--- config.mk ---
export PLATFORM = sky130hd
export DESIGN_NAME = exec_top
export DESIGN_NICKNAME = d
export VERILOG_FILES = /design/src/design/exec_pkg.sv /design/src/design/instr_decode.sv /design/src/design/reg_file.sv /design/src/design/pc_branch.sv /design/src/design/bus_sequencer.sv /design/src/design/exec_top.sv
export VERILOG_INCLUDE_DIRS = /design/src /design/src/design
export SDC_FILE = /design/constraint.sdc
export NUM_CORES = 1
export LEC_CHECK = 0
export ABC_AREA = 1
export BUFFER_PORTS_ARGS = -buffer_cell sky130_fd_sc_hd__buf_2
export CAP_MARGIN = 20
export CORE_MARGIN = 2
export CORE_UTILIZATION = 25
export CTS_CLUSTER_DIAMETER = 200
export CTS_CLUSTER_SIZE = 28
export DETAILED_ROUTE_END_ITERATION = 8
export PLACE_DENSITY = 0.47
export SLEW_MARGIN = 20
export SYNTH_ARGS = -nofsm -noshare
export SYNTH_HDL_FRONTEND = slang
export SYNTH_SLANG_ARGS = --single-unit
--- constraint.sdc ---
create_clock -name Clk -period 2.7 [get_ports Clk]
set_input_delay 0.27 -clock Clk [delete_from_list [all_inputs] [get_ports Clk]]
set_output_delay 0.27 -clock Clk [all_outputs]
set_load 0.02 [all_outputs]
--- src/design/exec_settings.svh ---
/*
 * Widths, bus unit select codes, integer ALU register offsets
 * and opcode values for the execution engine
 */
`ifndef EXEC_SETTINGS_SVH
`define EXEC_SETTINGS_SVH

`define EXEC_DATA_WIDTH      16
`define EXEC_PC_WIDTH        12
`define EXEC_NUM_REGS        16
`define EXEC_MAIN_ALIGN_BITS 7

// Upper address nibble
`define EXEC_UNIT_MAIN    4'h0
`define EXEC_UNIT_INSTR   4'h1
`define EXEC_UNIT_INT_ALU 4'h3

// Integer ALU register map
`define EXEC_ALU_SRC1   12'h000
`define EXEC_ALU_SRC2   12'h001
`define EXEC_ALU_CMD    12'h002
`define EXEC_ALU_STATUS 12'h003
`define EXEC_ALU_RESULT 12'h004

`define EXEC_OP_IADD  8'h10
`define EXEC_OP_ISUB  8'h11
`define EXEC_OP_IMULT 8'h12
`define EXEC_OP_IDIV  8'h13
`define EXEC_OP_BNE   8'h20
`define EXEC_OP_BEQ   8'h21
`define EXEC_OP_BLT   8'h22
`define EXEC_OP_BGT   8'h23
`define EXEC_OP_HALT  8'hFF

// Field upper nibble for register operands
`define EXEC_REG_TAG 4'h1

`endif

--- src/design/exec_pkg.sv ---
/*
 * Data, address and index types, operation kind
 * and the bus sequencer state encoding
 */
`include "exec_settings.svh"

package exec_pkg;

    typedef logic [`EXEC_DATA_WIDTH-1:0]       word_t;
    typedef logic [`EXEC_PC_WIDTH-1:0]         pc_t;
    typedef logic [`EXEC_PC_WIDTH+3:0]         bus_addr_t;
    typedef logic [$clog2(`EXEC_NUM_REGS)-1:0] reg_idx_t;
    typedef logic [7:0]                        opcode_t;
    typedef logic [31:0]                       instr_t;

    typedef enum logic [1:0] {
        KIND_NONE,
        KIND_INT,
        KIND_BRANCH
    } op_kind_t;

    typedef enum logic [4:0] {
        st_reset,
        st_fetch_hi,
        st_fetch_lo,
        st_decode,
        st_read_req,
        st_read_wait,
        st_post_read,
        st_alu_src1,
        st_alu_src2,
        st_alu_cmd,
        st_status_poll,
        st_result_read,
        st_branch_eval,
        st_store,
        st_writeback,
        st_complete,
        st_halt
    } seq_state_t;

endpackage

--- src/design/instr_decode.sv ---
/*
 * Instruction register, loaded as two 16-bit halves,
 * and classification of the captured instruction fields
 */
`timescale 1ns/1ps
`include "exec_settings.svh"

module instr_decode (
    input  logic                Clk,
    input  logic                nReset,
    input  logic                instr_load,
    input  logic                instr_half,
    input  exec_pkg::word_t     rdata,
    output exec_pkg::opcode_t   opcode,
    output exec_pkg::op_kind_t  kind,
    output logic                is_halt,
    output logic                dest_is_reg,
    output logic                src_a_is_reg,
    output logic                src_b_is_reg,
    output exec_pkg::reg_idx_t  dest_idx,
    output exec_pkg::reg_idx_t  src_a_idx,
    output exec_pkg::reg_idx_t  src_b_idx,
    output exec_pkg::pc_t       dest_addr,
    output exec_pkg::pc_t       src_a_addr,
    output exec_pkg::pc_t       src_b_addr,
    output exec_pkg::pc_t       branch_offset
);
    import exec_pkg::*;

    localparam int INDEX_BITS = `EXEC_PC_WIDTH - `EXEC_MAIN_ALIGN_BITS;

    instr_t     instr_reg;
    logic [7:0] dest_field;
    logic [7:0] src_a_field;
    logic [7:0] src_b_field;

    // Main memory word index sits above the alignment bits
    function automatic pc_t main_addr(input logic [7:0] field);
        return {field[INDEX_BITS-1:0], {`EXEC_MAIN_ALIGN_BITS{1'b0}}};
    endfunction

    // High half arrives first
    always_ff @(posedge Clk or negedge nReset) begin
        if (!nReset) begin
            instr_reg <= '0;
        end else if (instr_load) begin
            if (instr_half) begin
                instr_reg[31:16] <= rdata;
            end else begin
                instr_reg[15:0] <= rdata;
            end
        end
    end

    assign opcode      = instr_reg[31:24];
    assign dest_field  = instr_reg[23:16];
    assign src_a_field = instr_reg[15:8];
    assign src_b_field = instr_reg[7:0];

    always_comb begin
        case (opcode)
            `EXEC_OP_IADD, `EXEC_OP_ISUB, `EXEC_OP_IMULT, `EXEC_OP_IDIV: kind = KIND_INT;
            `EXEC_OP_BEQ, `EXEC_OP_BNE, `EXEC_OP_BLT, `EXEC_OP_BGT:     kind = KIND_BRANCH;
            default:                                                    kind = KIND_NONE;
        endcase
    end

    assign is_halt = (opcode == `EXEC_OP_HALT);

    assign dest_is_reg  = (dest_field[7:4] == `EXEC_REG_TAG);
    assign src_a_is_reg = (src_a_field[7:4] == `EXEC_REG_TAG);
    assign src_b_is_reg = (src_b_field[7:4] == `EXEC_REG_TAG);

    assign dest_idx  = dest_field[3:0];
    assign src_a_idx = src_a_field[3:0];
    assign src_b_idx = src_b_field[3:0];

    assign dest_addr  = main_addr(dest_field);
    assign src_a_addr = main_addr(src_a_field);
    assign src_b_addr = main_addr(src_b_field);

    // Destination field doubles as signed branch offset
    assign branch_offset = {{(`EXEC_PC_WIDTH-8){dest_field[7]}}, dest_field};

endmodule

--- src/design/reg_file.sv ---
/*
 * Sixteen-entry register file, two read ports, one write port
 */
`timescale 1ns/1ps
`include "exec_settings.svh"

module reg_file (
    input  logic                Clk,
    input  logic                nReset,
    input  exec_pkg::reg_idx_t  rd_a_idx,
    input  exec_pkg::reg_idx_t  rd_b_idx,
    input  exec_pkg::reg_idx_t  wr_idx,
    input  logic                we,
    input  exec_pkg::word_t     wdata,
    output exec_pkg::word_t     rd_a,
    output exec_pkg::word_t     rd_b
);
    import exec_pkg::*;

    word_t regs [`EXEC_NUM_REGS];

    always_ff @(posedge Clk or negedge nReset) begin
        if (!nReset) begin
            for (int i = 0; i < `EXEC_NUM_REGS; i++) begin
                regs[i] <= '0;
            end
        end else if (we) begin
            regs[wr_idx] <= wdata;
        end
    end

    assign rd_a = regs[rd_a_idx];
    assign rd_b = regs[rd_b_idx];

endmodule

--- src/design/pc_branch.sv ---
/*
 * Program counter with next-pc register and branch test
 */
`timescale 1ns/1ps
`include "exec_settings.svh"

module pc_branch (
    input  logic               Clk,
    input  logic               nReset,
    input  exec_pkg::opcode_t  opcode,
    input  exec_pkg::word_t    src_a,
    input  exec_pkg::word_t    src_b,
    input  exec_pkg::pc_t      branch_offset,
    input  logic               branch_eval,
    input  logic               pc_advance,
    output exec_pkg::pc_t      pc
);
    import exec_pkg::*;

    pc_t  next_pc;
    logic take;

    always_comb begin
        case (opcode)
            `EXEC_OP_BEQ: take = (src_a == src_b);
            `EXEC_OP_BNE: take = (src_a != src_b);
            `EXEC_OP_BLT: take = ($signed(src_a) < $signed(src_b));
            `EXEC_OP_BGT: take = ($signed(src_a) > $signed(src_b));
            default:      take = 1'b0;
        endcase
    end

    // next_pc already holds pc+1 when the new instruction arrives
    always_ff @(posedge Clk or negedge nReset) begin
        if (!nReset) begin
            pc      <= '0;
            next_pc <= pc_t'(1);
        end else if (pc_advance) begin
            pc      <= next_pc;
            next_pc <= next_pc + pc_t'(1);
        end else if (branch_eval && take) begin
            next_pc <= pc + branch_offset;
        end
    end

endmodule

--- src/design/bus_sequencer.sv ---
/*
 * Bus master FSM: instruction fetch, operand reads, integer ALU
 * dispatch and polling, branch evaluation and result store
 */
`timescale 1ns/1ps
`include "exec_settings.svh"

module bus_sequencer (
    input  logic                Clk,
    input  logic                nReset,
    input  exec_pkg::opcode_t   opcode,
    input  exec_pkg::op_kind_t  kind,
    input  logic                is_halt,
    input  logic                dest_is_reg,
    input  logic                src_a_is_reg,
    input  logic                src_b_is_reg,
    input  exec_pkg::pc_t       dest_addr,
    input  exec_pkg::pc_t       src_a_addr,
    input  exec_pkg::pc_t       src_b_addr,
    input  exec_pkg::word_t     reg_rd_a,
    input  exec_pkg::word_t     reg_rd_b,
    input  exec_pkg::word_t     rdata,
    input  exec_pkg::pc_t       pc,
    output exec_pkg::bus_addr_t address,
    output logic                nRead,
    output logic                nWrite,
    output logic                halted,
    output exec_pkg::word_t     wdata,
    output logic                instr_load,
    output logic                instr_half,
    output logic                reg_we,
    output logic                branch_eval,
    output logic                pc_advance,
    output exec_pkg::word_t     reg_wdata,
    output exec_pkg::word_t     src_a,
    output exec_pkg::word_t     src_b
);
    import exec_pkg::*;

    seq_state_t state;
    seq_state_t state_next;
    logic       phase;
    logic       phase_next;
    logic       src_a_ready;
    logic       src_b_ready;
    logic       read_sel;
    word_t      result;
    pc_t        read_addr;

    // Operand A is always fetched first, so a ready A means B is pending
    assign read_sel  = src_a_ready;
    assign read_addr = read_sel ? src_b_addr : src_a_addr;

    assign halted    = (state == st_halt);
    assign reg_wdata = result;

    always_comb begin
        state_next  = state;
        phase_next  = 1'b0;
        address     = '0;
        nRead       = 1'b1;
        nWrite      = 1'b1;
        wdata       = '0;
        instr_load  = 1'b0;
        instr_half  = 1'b0;
        reg_we      = 1'b0;
        branch_eval = 1'b0;
        pc_advance  = 1'b0;

        case (state)
            st_reset: state_next = st_fetch_hi;
            st_fetch_hi, st_fetch_lo: begin
                instr_half = (state == st_fetch_hi);
                address    = {`EXEC_UNIT_INSTR, pc[`EXEC_PC_WIDTH-2:0], ~instr_half};
                nRead      = 1'b0;
                phase_next = ~phase;
                if (phase) begin
                    instr_load = 1'b1;
                    state_next = instr_half ? st_fetch_lo : st_decode;
                end
            end
            st_decode: begin
                if (is_halt) begin
                    state_next = st_halt;
                end else if (kind == KIND_NONE) begin
                    state_next = st_complete;
                end else begin
                    state_next = st_post_read;
                end
            end
            st_post_read: begin
                if (!src_a_ready || !src_b_ready) begin
                    state_next = st_read_req;
                end else if (kind == KIND_INT) begin
                    state_next = st_alu_src1;
                end else begin
                    state_next = st_branch_eval;
                end
            end
            st_read_req, st_read_wait: begin
                address    = {`EXEC_UNIT_MAIN, read_addr};
                nRead      = 1'b0;
                state_next = (state == st_read_req) ? st_read_wait : st_post_read;
            end
            // ALU writes: one strobe cycle, one idle cycle
            st_alu_src1, st_alu_src2, st_alu_cmd: begin
                phase_next = ~phase;
                if (!phase) begin
                    nWrite = 1'b0;
                    case (state)
                        st_alu_src1: begin
                            address = {`EXEC_UNIT_INT_ALU, `EXEC_ALU_SRC1};
                            wdata   = src_a;
                        end
                        st_alu_src2: begin
                            address = {`EXEC_UNIT_INT_ALU, `EXEC_ALU_SRC2};
                            wdata   = src_b;
                        end
                        default: begin
                            address = {`EXEC_UNIT_INT_ALU, `EXEC_ALU_CMD};
                            wdata   = {{(`EXEC_DATA_WIDTH-8){1'b0}}, opcode};
                        end
                    endcase
                end else begin
                    case (state)
                        st_alu_src1: state_next = st_alu_src2;
                        st_alu_src2: state_next = st_alu_cmd;
                        default:     state_next = st_status_poll;
                    endcase
                end
            end
            st_status_poll: begin
                address = {`EXEC_UNIT_INT_ALU, `EXEC_ALU_STATUS};
                nRead   = 1'b0;
                if (phase && rdata[0]) begin
                    state_next = st_result_read;
                end else begin
                    phase_next = 1'b1;
                end
            end
            st_result_read: begin
                address    = {`EXEC_UNIT_INT_ALU, `EXEC_ALU_RESULT};
                nRead      = 1'b0;
                phase_next = ~phase;
                if (phase) begin
                    state_next = st_store;
                end
            end
            st_branch_eval: begin
                branch_eval = 1'b1;
                state_next  = st_complete;
            end
            st_store: begin
                reg_we     = dest_is_reg;
                state_next = dest_is_reg ? st_complete : st_writeback;
            end
            st_writeback: begin
                address    = {`EXEC_UNIT_MAIN, dest_addr};
                wdata      = result;
                nWrite     = 1'b0;
                phase_next = ~phase;
                if (phase) begin
                    state_next = st_complete;
                end
            end
            st_complete: begin
                pc_advance = 1'b1;
                state_next = st_fetch_hi;
            end
            st_halt: state_next = st_halt;
            default: state_next = st_reset;
        endcase
    end

    always_ff @(posedge Clk or negedge nReset) begin
        if (!nReset) begin
            state       <= st_reset;
            phase       <= 1'b0;
            src_a_ready <= 1'b0;
            src_b_ready <= 1'b0;
        end else begin
            state <= state_next;
            phase <= phase_next;
            if (state == st_decode) begin
                src_a_ready <= src_a_is_reg;
                src_b_ready <= src_b_is_reg;
            end else if (state == st_read_wait) begin
                if (read_sel) begin
                    src_b_ready <= 1'b1;
                end else begin
                    src_a_ready <= 1'b1;
                end
            end
        end
    end

    // Operand and result capture
    always_ff @(posedge Clk) begin
        case (state)
            st_decode: begin
                if (src_a_is_reg) begin
                    src_a <= reg_rd_a;
                end
                if (src_b_is_reg) begin
                    src_b <= reg_rd_b;
                end
            end
            st_read_wait: begin
                if (read_sel) begin
                    src_b <= rdata;
                end else begin
                    src_a <= rdata;
                end
            end
            st_result_read: begin
                if (phase) begin
                    result <= rdata;
                end
            end
            default: ;
        endcase
    end

endmodule

--- src/design/exec_top.sv ---
/*
 * Execution engine top: decoder, register file,
 * pc unit and bus sequencer
 */
`timescale 1ns/1ps

module exec_top (
    input  logic                Clk,
    input  logic                nReset,
    output exec_pkg::bus_addr_t address,
    output logic                nRead,
    output logic                nWrite,
    output exec_pkg::word_t     wdata,
    input  exec_pkg::word_t     rdata,
    output logic                halted
);
    import exec_pkg::*;

    opcode_t  opcode;
    op_kind_t kind;
    logic     is_halt;
    logic     dest_is_reg;
    logic     src_a_is_reg;
    logic     src_b_is_reg;
    reg_idx_t dest_idx;
    reg_idx_t src_a_idx;
    reg_idx_t src_b_idx;
    pc_t      dest_addr;
    pc_t      src_a_addr;
    pc_t      src_b_addr;
    pc_t      branch_offset;
    pc_t      pc;
    logic     instr_load;
    logic     instr_half;
    logic     reg_we;
    logic     branch_eval;
    logic     pc_advance;
    word_t    reg_wdata;
    word_t    reg_rd_a;
    word_t    reg_rd_b;
    word_t    src_a;
    word_t    src_b;

    instr_decode decode_i (
        .Clk, .nReset, .instr_load, .instr_half, .rdata,
        .opcode, .kind, .is_halt,
        .dest_is_reg, .src_a_is_reg, .src_b_is_reg,
        .dest_idx, .src_a_idx, .src_b_idx,
        .dest_addr, .src_a_addr, .src_b_addr,
        .branch_offset
    );

    reg_file regs_i (
        .Clk, .nReset,
        .rd_a_idx (src_a_idx),
        .rd_b_idx (src_b_idx),
        .wr_idx   (dest_idx),
        .we       (reg_we),
        .wdata    (reg_wdata),
        .rd_a     (reg_rd_a),
        .rd_b     (reg_rd_b)
    );

    pc_branch pc_i (
        .Clk, .nReset, .opcode, .src_a, .src_b,
        .branch_offset, .branch_eval, .pc_advance, .pc
    );

    bus_sequencer seq_i (
        .Clk, .nReset, .opcode, .kind, .is_halt,
        .dest_is_reg, .src_a_is_reg, .src_b_is_reg,
        .dest_addr, .src_a_addr, .src_b_addr,
        .reg_rd_a, .reg_rd_b, .rdata, .pc,
        .address, .nRead, .nWrite, .halted, .wdata,
        .instr_load, .instr_half, .reg_we, .branch_eval, .pc_advance,
        .reg_wdata, .src_a, .src_b
    );

endmodule

Word-level counts from Yosys, hierarchy flattened
Index checks and enable logic that the tools add are counted.
{ "word_totals": {"elab_cells": 162, "ff_bits": 368} }
{ "op_classes": {"muxes": 55, "addsub": 2, "reduce_logical": 26, "n_bitwise": 6, "magnitude_cmp": 6, "eq_ne": 40} }
{ "ops": {"columns": ["operator", "n"], "rows": [
  ["$bwmux 256", 1],
  ["$mux 16", 11],
  ["$bmux 16 s4", 2],
  ["$pmux 16 s2", 4],
  ["$pmux 16 s6", 1],
  ["$demux 16 s4", 1],
  ["$pmux 5 s12", 1],
  ["$eq 5x4->1 const B", 8],
  ["$mux 12", 3],
  ["$mux 5", 7],
  ["$eq 8x5->1 const B", 4],
  ["$eq 8x6->1 const B", 4],
  ["$eq 5x3->1 const B", 4],
  ["$eq 16x16->1", 1],
  ["$gt 16x16->1", 1],
  ["$lt 16x16->1", 1],
  ["$ne 16x16->1", 1],
  ["$ne 2x1->1 const B", 8],
  ["$ge 5x5->1 const B", 3],
  ["$mux 1", 15],
  ["$not 4->5", 3],
  ["$add 12x1->12 const B", 1],
  ["$add 12x12->12", 1],
  ["$eq 4x1->1 const B", 3],
  ["27 further kinds", 46]
]} }

Longest topological paths before layout
Gate-level depths: netlist of run 1.
{ "depth": {"depth_word": 7, "ltp_mapped": 20, "mapped_depth_nobuf": 19} }

By module
A second synthesis of run 1 with hierarchy kept.
{ "unflattened": {"hier_cells": 3218, "area_unflattened_um2": 22399.0} }
{ "by_module_without_submodules": {"columns": ["module", "seq_area_each_um2", "cells_per_inst", "area_per_inst_um2", "n_inst"], "rows": [
  ["reg_file", 6406.1, 2236, 14893.0, 1],
  ["bus_sequencer", 1641.6, 428, 3288.2, 1],
  ["pc_branch", 601.8, 336, 2269.7, 1],
  ["instr_decode", 800.8, 218, 1948.1, 1]
]} }

Least setup slack after synthesis of run 1
No wires, ideal clock.
{ "synth_timing": {"path_type": "flip-flop to flip-flop", "from": "register seq_i.state[3]", "to": "register seq_i.src_a[0], enable pin", "slack_ns": 0.142, "path_stages_with_launch": 6, "arrival_ns": 2.149, "required_time_ns": 2.291, "period_less_slack_ns": 2.558, "path_cell_list": "dfrtp_1 -> nor2_1 -> inv_2 -> nor2_1 -> nor2_1 -> nor3_1"} }
{ "synth_between": {"elab_chain_cells": 3} }
{ "synth_rtl": {"columns": ["element", "line", "rtl"], "rows": [
  ["start: declaration", "bus_sequencer.sv:40", "seq_state_t state;"],
  ["start signal: assignment", "bus_sequencer.sv:177", "state <= st_reset;"],
  ["start signal: assignment", "bus_sequencer.sv:182", "state <= state_next;"],
  ["$eq 5x2->1 or $eq 5x3->1 (tied branches)", "bus_sequencer.sv:199", "case (state)"],
  ["$ne 2x1->1 (no source line) (tied with other cells)", null, null],
  ["$reduce_and 3->1 (no source line) (*)", null, null],
  ["end signal: assignment", "bus_sequencer.sv:202", "src_a <= reg_rd_a;"],
  ["end signal: assignment", "bus_sequencer.sv:212", "src_a <= rdata;"],
  ["end: declaration", "bus_sequencer.sv:35", "output exec_pkg::word_t src_a,"]
]} }
Mark *: on every way between the ends. The rest lies on a longest branch, timed or not.
A chain may end at the register's enable or synchronous reset.

Final worst setup path of run 1
{ "layout_timing": {"from": "register seq_i.state[1]", "to": "output wdata[14]"} }
{ "layout_between": {"elab_chain_cells": 4} }
{ "layout_rtl": {"columns": ["element", "line", "rtl"], "rows": [
  ["$eq 5x4->1 or $eq 5x3->1 (tied branches)", "bus_sequencer.sv:70, bus_sequencer.sv:110", null],
  ["$pmux 16 s2", "bus_sequencer.sv:110", "case (state)"],
  ["$mux 16", "bus_sequencer.sv:108", "if (!phase) begin"],
  ["$pmux 16 s2 (*)", "bus_sequencer.sv:70", "case (state)"],
  ["end: declaration", "exec_top.sv:13", "output exec_pkg::word_t wdata,"]
]} }
Marked as above.

==> reports/metrics.yaml, run 1 <==
power:
  p_switching_w: 0.01092
  sw_frac_of_total: 0.4836
  powerDensity_nw_per_um2: 1004
  p_leak_nw: 9.780
  power_frac_comb: 0.531
  seqPwrFrac: 0.329
  intPower_w: 0.01165
  pwr-share-clk: 0.140
  irDropWorstVdd_v: 0.0006553
cells_and_area:
  final_common_cell: "nand2_1"
  area_growth_pct: 11.66
  drive_gt1_frac: 0.08260
  num_antenna_cells: 0
  largest_register_ffs: 256
  finalNetCount: 2656
  seqCellArea_sq_um: 9423
  layout_common_cells: "594 x nand2_1, 512 x o21ai_0, 307 x dfrtp_1, 214 x inv_1, 186 x a21oi_1"
  n_fill_cell: 8895
  multi_input_area_sq_um: 9134
drt:
  first_pass_iters: 5
  route.detailed.drc: 0
  top_layer: "met4"
  ant_nets: 0
  routed-via-count: 18070
  totalWireLength_microns: 72230
  vias_per_cell: 4.917
  wl_met1_microns: 34190
  dr_wl_met3_microns: 3325
  routedWlPerCell_microns: 19.65
  dr_wl_met2_microns: 33150
  drt_iter0_drc: 1761
sta:
  tns_ns: 0
  maxSlewHeadroom: 0.5106
  hold_viol: 0
  worst_slew_pin_slew_ns: 0.7334
  setup_ws_ns: 0.08004
  period_minus_slack_ns: 2.620
  rsz0062_at_grt: "false"
  fin_worst_skew_ns: 0.04096
  maxSlewViolCount: 0
  fin_crit_sh: 0.9704
  fmax_mhz: 381.7
  setup_viol: 0
critical_path:
  cp_max_fo: 6
  r2r_setup_slack_ns: 0.33
  start_kind: "flip-flop"
  path_cells: "inv_2 > nor2_1 > nand2_2 > nor2_4 > clkinvlp_4 > buf_4 > o21ai_0 > buf_2"
  worst_r2r_endpoint: "pc_i.next_pc[2]"
  critPathTopFamily: "buffers and inverters"
  worst-setup-path-type: "flip-flop to output port"
  crit_slowest_cell: "dfrtp_2"
  worst-path-buf-inv: 4
  worstPathArrival_ns: 2.35
  crit_path_end_kind: "output port"
  r2r_start: "seq_i.src_a[15]"
  slowest_delay_ns: 0.44
  required_ns: 2.43
  r2r_cells: 14
place:
  dp_hpwl_microns: 46320
  port_buffers: 50
  pre_cts_ws_ns: 0.3716
  place_congestion: 0.8426
yosys:
  synth-compound-area-share: 0.2423
  synth_edf_count: 48
  synth_top_family_by_area: "compound AO/OA/AOI/OAI gates"
  ys.flop_type: "dfrtp_1"
  synthSimpleGateAreaFrac: 0.1868
  ys_warn_count: 0
  ys_seq_area_frac: 0.4667
  yosys.area_share.xor_xnor: 0.001739
  synth-async-reset-ratio: 0.8689
  netlist_area_sq_um: 20140
  synth-seq-cells: 366
  synth_cells: 2632
  synthDistinctLibCells: 49
  syn_area_per_cell_sq_um: 7.652
  synthAdderAreaFrac: 0.01777
  synthMuxAreaShare: 0
floorplan:
  row_count: 104
  fp.dieW_microns: 287.8
  core_area_sq_um: 80160
  die_y_microns: 287.8
  die-area_sq_um: 82850
  ioPinCount: 53
  start_util: 0.2513
cts:
  cts.htree.levels: 1
  numCtsBuffers: 17
  cts_tree: "yes"
  path_clk_slew_ns: 0.12
  clk_path_buf_depth: 3
  insertion_delay_ns: 0.56
  clkSinkCount: 366
  cts_root_buf: "clkbuf_16"
global_routing:
  grt_max_degree: 85
  track_usage: 0.1736
  grt_pass1_wl_microns: 110900
  antenna_found_initial: 0
  grt_remaining_overflow: 0
  grt_pass1_vias: 17410
job:
  cap_viol_max_count: 0
hold_path:
  min_to: "seq_i.reg_wdata[3]"
  holdCritPathClass: "input pin to flip-flop"
  holdPathStages: 1
  worstHoldStart: "rdata[3]"
status:
  status: "completed"
==> metrics by stage <==
step	hold WS, ns	cells	power, W	utilization	cell area (sq um)
final	0.02965	3675	0.02257	0.2806	22490
after global routing	0.01747	3675	0.02436	0.2806	22490
after CTS	0.006908	3670	0.02259	0.2792	22380
after detailed placement	0.2201	3630	0.01932	0.2708	21710
after global placement	0.2185	3630	0.01939	0.2708	21710
after floorplan	-0.02559	2633	0.01482	-	20140
==> timing repair <==
action                                  CTS  global route
buffers inserted                          2             5
hold buffers                             13             0
endpoints found under the setup margin   16            21
gates resized for setup                   9            18
endpoints found under the hold margin    58             0
cloned                                    1             0
pin swaps                                 0             2
==> cell type report <==
cell class / count / area share
repair buffers: 150 / 0.05547
clock inverters: 1 / 0.001335
multi-input cells: 1844 / 0.4061
well taps: 1060 / 0.05897
flip-flops and latches: 366 / 0.4190
repair inverters: 1 / 0.0003338
clock buffers: 23 / 0.01992
inverters: 230 / 0.03883
==> cell families (layout without fill, tap and decap cells) <==
| group | count (synthesis) | in the layout |
|---|---|---|
| AOI/OAI and AO/OA | 909 | 909 |
| xor gates and xnor gates | 4 | 4 |
| adders and majority gates | 28 | 28 |
| buffers and inverters | 423 | 405 |
| DFF | 366 | 366 |
| other | 1 | 2 |
| and+or+nand+nor | 901 | 901 |
==> Yosys cell counts (all sizes together) (2+ instances only) <==
master | number | area (sq um)
nand2 | 608 | 2355
o21ai | 590 | 2953
dfrtp | 317 | 7933
inv | 226 | 850.8
a21oi | 186 | 930.9
nand3 | 151 | 770.7
nor2 | 117 | 479.2
clkbuf | 112 | 420.4
o211ai | 95 | 713.2
buf | 81 | 414.2
edfxtp | 48 | 1441
ha | 27 | 337.8
o22ai | 10 | 62.56
nor3 | 9 | 45.04
a221oi | 6 | 52.55
nand4 | 6 | 37.54
nor4 | 6 | 43.79
a31oi | 5 | 31.28
clkinv | 4 | 15.01
o31ai | 4 | 30.03
o221ai | 3 | 26.28
xor2 | 3 | 26.28
a21o | 2 | 15.01
nor3b | 2 | 15.01
o21bai | 2 | 15.01
o41ai | 2 | 17.52
==> power groups by stage <==
stage	Clock, W	Combinational (W)	Sequential (W)
4_1_cts	0.00328	0.0119	0.00740
6_report	0.00316	0.0120	0.00742
3_5_place_dp	0	0.0118	0.00750
5_1_grt	0.00345	0.0134	0.00752
2_1_floorplan	0	0.00779	0.00704
3_3_place_gp	0	0.0119	0.00748
==> per-layer routing <==
metal | vias up | global-route usage
met4 | 0 | 0.03769
li1 | 8824 | -
met5 | - | 0
met2 | 468 | 0.2826
met1 | 8703 | 0.2485
met3 | 76 | 0.01704
==> worst max path at each step <==
stage,startpoint,end,slack (ns),cells past startpoint
after detailed placement,seq_i.src_a[15],pc_i.next_pc[2],0.37,14
after CTS,seq_i.state[2],wdata[2],0.01,9
after floorplan,seq_i.state[3],seq_i.src_a[0],0.14,5
final,seq_i.state[1],wdata[14],0.08,8
after global placement,seq_i.state[2],wdata[5],0.42,9
after global routing,seq_i.state[1],address[9],0.002,8
No activity file was read; power rests on OpenSTA's default activity.
==> inputs of run 2 (changes only) <==
Settings changed: ABC_AREA 1 to unset, SETUP_SLACK_MARGIN set to 0.15.
==> reports/metrics.yaml, run 2 <==
drt:
  route.detailed.drc: 0
  top_layer: "met4"
  first_pass_iters: 5
  vias_per_cell: 4.998
  routed-via-count: 13020
  routedWlPerCell_microns: 23.65
  dr_wl_met3_microns: 2513
  drt_iter0_drc: 966
  totalWireLength_microns: 61600
  wl_met1_microns: 27330
  dr_wl_met2_microns: 30030
  ant_nets: 0
cts:
  cts_tree: "yes"
  numCtsBuffers: 17
  cts.htree.levels: 1
  path_clk_slew_ns: 0.12
  cts_root_buf: "clkbuf_16"
  clkSinkCount: 366
  insertion_delay_ns: 0.57
  clk_path_buf_depth: 3
floorplan:
  die-area_sq_um: 81660
  ioPinCount: 53
  start_util: 0.2521
  row_count: 103
  die_y_microns: 285.8
  core_area_sq_um: 78740
  fp.dieW_microns: 285.8
critical_path:
  required_ns: 2.43
  worst-setup-path-type: "flip-flop to output port"
  crit_path_end_kind: "output port"
  worstPathArrival_ns: 2.40
  cp_max_fo: 7
  start_kind: "flip-flop"
yosys:
  synth_common_cells: "317 x dfrtp_1, 287 x mux2_2, 160 x mux4_2"
  yosys.area.top_type_share: 0.3997
  synth-async-reset-ratio: 0.8689
  synth_edf_count: 48
  ys.flop_type: "dfrtp_1"
  synthDistinctLibCells: 75
  netlist_area_sq_um: 19850
  ys_warn_count: 0
  synth-seq-cells: 366
  synth_top_area_cell: "dfrtp_1"
  synth.most_common_cell: "dfrtp_1"
  synth_cells: 1438
  ys_seq_area_frac: 0.4736
  synth.area.top_cells: "dfrtp_1 40%, mux4_2 18%, mux2_2 16%"
  syn_area_per_cell_sq_um: 13.80
sta:
  fmax_mhz: 374.7
  setup_ws_ns: 0.03087
  maxSlewViolCount: 0
  tns_ns: 0
  hold_viol: 0
  fin_worst_skew_ns: 0.04057
  maxSlewHeadroom: 0.3359
  worst_slew_pin_slew_ns: 0.9960
  setup_viol: 0
  period_minus_slack_ns: 2.669
  rsz0062_at_grt: "true"
  fin_crit_sh: 0.9886
global_routing:
  grt_pass1_wl_microns: 91150
  antenna_found_initial: 0
  grt_remaining_overflow: 0
  grt_max_degree: 62
  track_usage: 0.1490
  grt_pass1_vias: 13450
place:
  port_buffers: 50
  place_congestion: 0.8327
  dp_hpwl_microns: 41180
  placed_area_sq_um: 22200
  pre_cts_ws_ns: 0.1531
  placedCellCount: 2535
cells_and_area:
  area_growth_pct: 19.48
  final_common_cell: "dfrtp_1"
  layout_common_cells: "307 x dfrtp_1, 287 x mux2_2, 160 x mux4_2, 89 x nand2_1, 77 x buf_4"
  fin_cells: 2605
  largest_register_ffs: 256
  fin_area_sq_um: 23710
  drive_gt1_frac: 0.4862
  finalNetCount: 1592
  num_antenna_cells: 0
hold_path:
  holdCritPathClass: "input pin to flip-flop"
power:
  p_leak_nw: 10.18
  irDropWorstVdd_v: 0.0004865
  powerDensity_nw_per_um2: 823.3
  power.total_w: 0.01952
status:
  status: "completed"
job:
  cap_viol_max_count: 0
## run 2: per-layer routing
metal | track usage | vias up
met1 | 0.2040 | 6918
met5 | 0 | -
met3 | 0.01555 | 93
li1 | - | 5663
met4 | 0.04175 | 0
met2 | 0.2505 | 345
## run 2: cell type report
type	count	area (sq um)
Fill cell	7834	55030
Multi-Input combinational cell	909	10200
Sequential cell	366	9420
Timing Repair Buffer	191	2051
Tap cell	1050	1314
Clock buffer	26	459.2
Inverter	61	229.0
Clock inverter	2	38.79
## run 2: power by group
group          switching (W)  leakage [nW]  total, W  internal (W)
Clock                0.00194         0.236   0.00316       0.00123
Sequential           0.00119          4.76   0.00760       0.00641
Combinational        0.00450          5.19   0.00876       0.00427
## run 2: timing repair
action                                  in CTS  in global routing
endpoints found under the hold margin       62                  1
resized for setup                          104                 64
cloned                                       3                  1
pin swaps                                   28                 32
hold buffers                                12                  1
endpoints found under the setup margin      31                232
buffers inserted                            16                  9
## run 2: through the flow
| stage | hold WS (ns) | utilization |
|---|---|---|
| floorplan | -0.02559 | - |
| global placement | 0.2976 | 0.2820 |
| detailed placement | 0.2950 | 0.2820 |
| CTS | 0.00003200 | 0.2966 |
| global route | 0.02392 | 0.3012 |
| finish | 0.03083 | 0.3012 |
## run 2: worst max-delay path: stages, from the launching register on
cell,delay (ns)
dfrtp_1,0.43
or3_4,0.42
nor2_4,0.10
buf_6,0.15
buf_6,0.10
a22o_1,0.15
a21oi_2,0.04
o21ai_1,0.14
buf_4,0.17
buf_6,0.12
## run 2: cells by family (layout without fill, tap and decap cells)
family,count (synthesis),count (layout),share of synthesized area
AO/OA/AOI/OAI,175,176,0.05680
XOR/XNOR,12,12,0.005295
adder cells (fa/ha/maj),28,28,0.01803
buffers and inverters,165,280,0.03473
flip-flops,366,366,0.4736
multiplexers,458,458,0.3501
other,1,2,0.0001889
AND/OR/NAND/NOR,233,233,0.06128
## run 2: worst paths after layout
kind	endpoint	slack (ns)	startpoint	cells after the start
min in group asynchronous	decode_i.instr_reg[26]	0.24	nReset	2
max reg2reg	pc_i.next_pc[6]	0.19	seq_i.src_b[1]	10
min reg2reg	decode_i.instr_reg[7]	0.53	decode_i.instr_reg[7]	1
min	seq_i.reg_wdata[11]	0.03	rdata[11]	1
max in group asynchronous	regs_i.regs[179]	1.64	nReset	3
max	wdata[7]	0.03	seq_i.state[0]	9
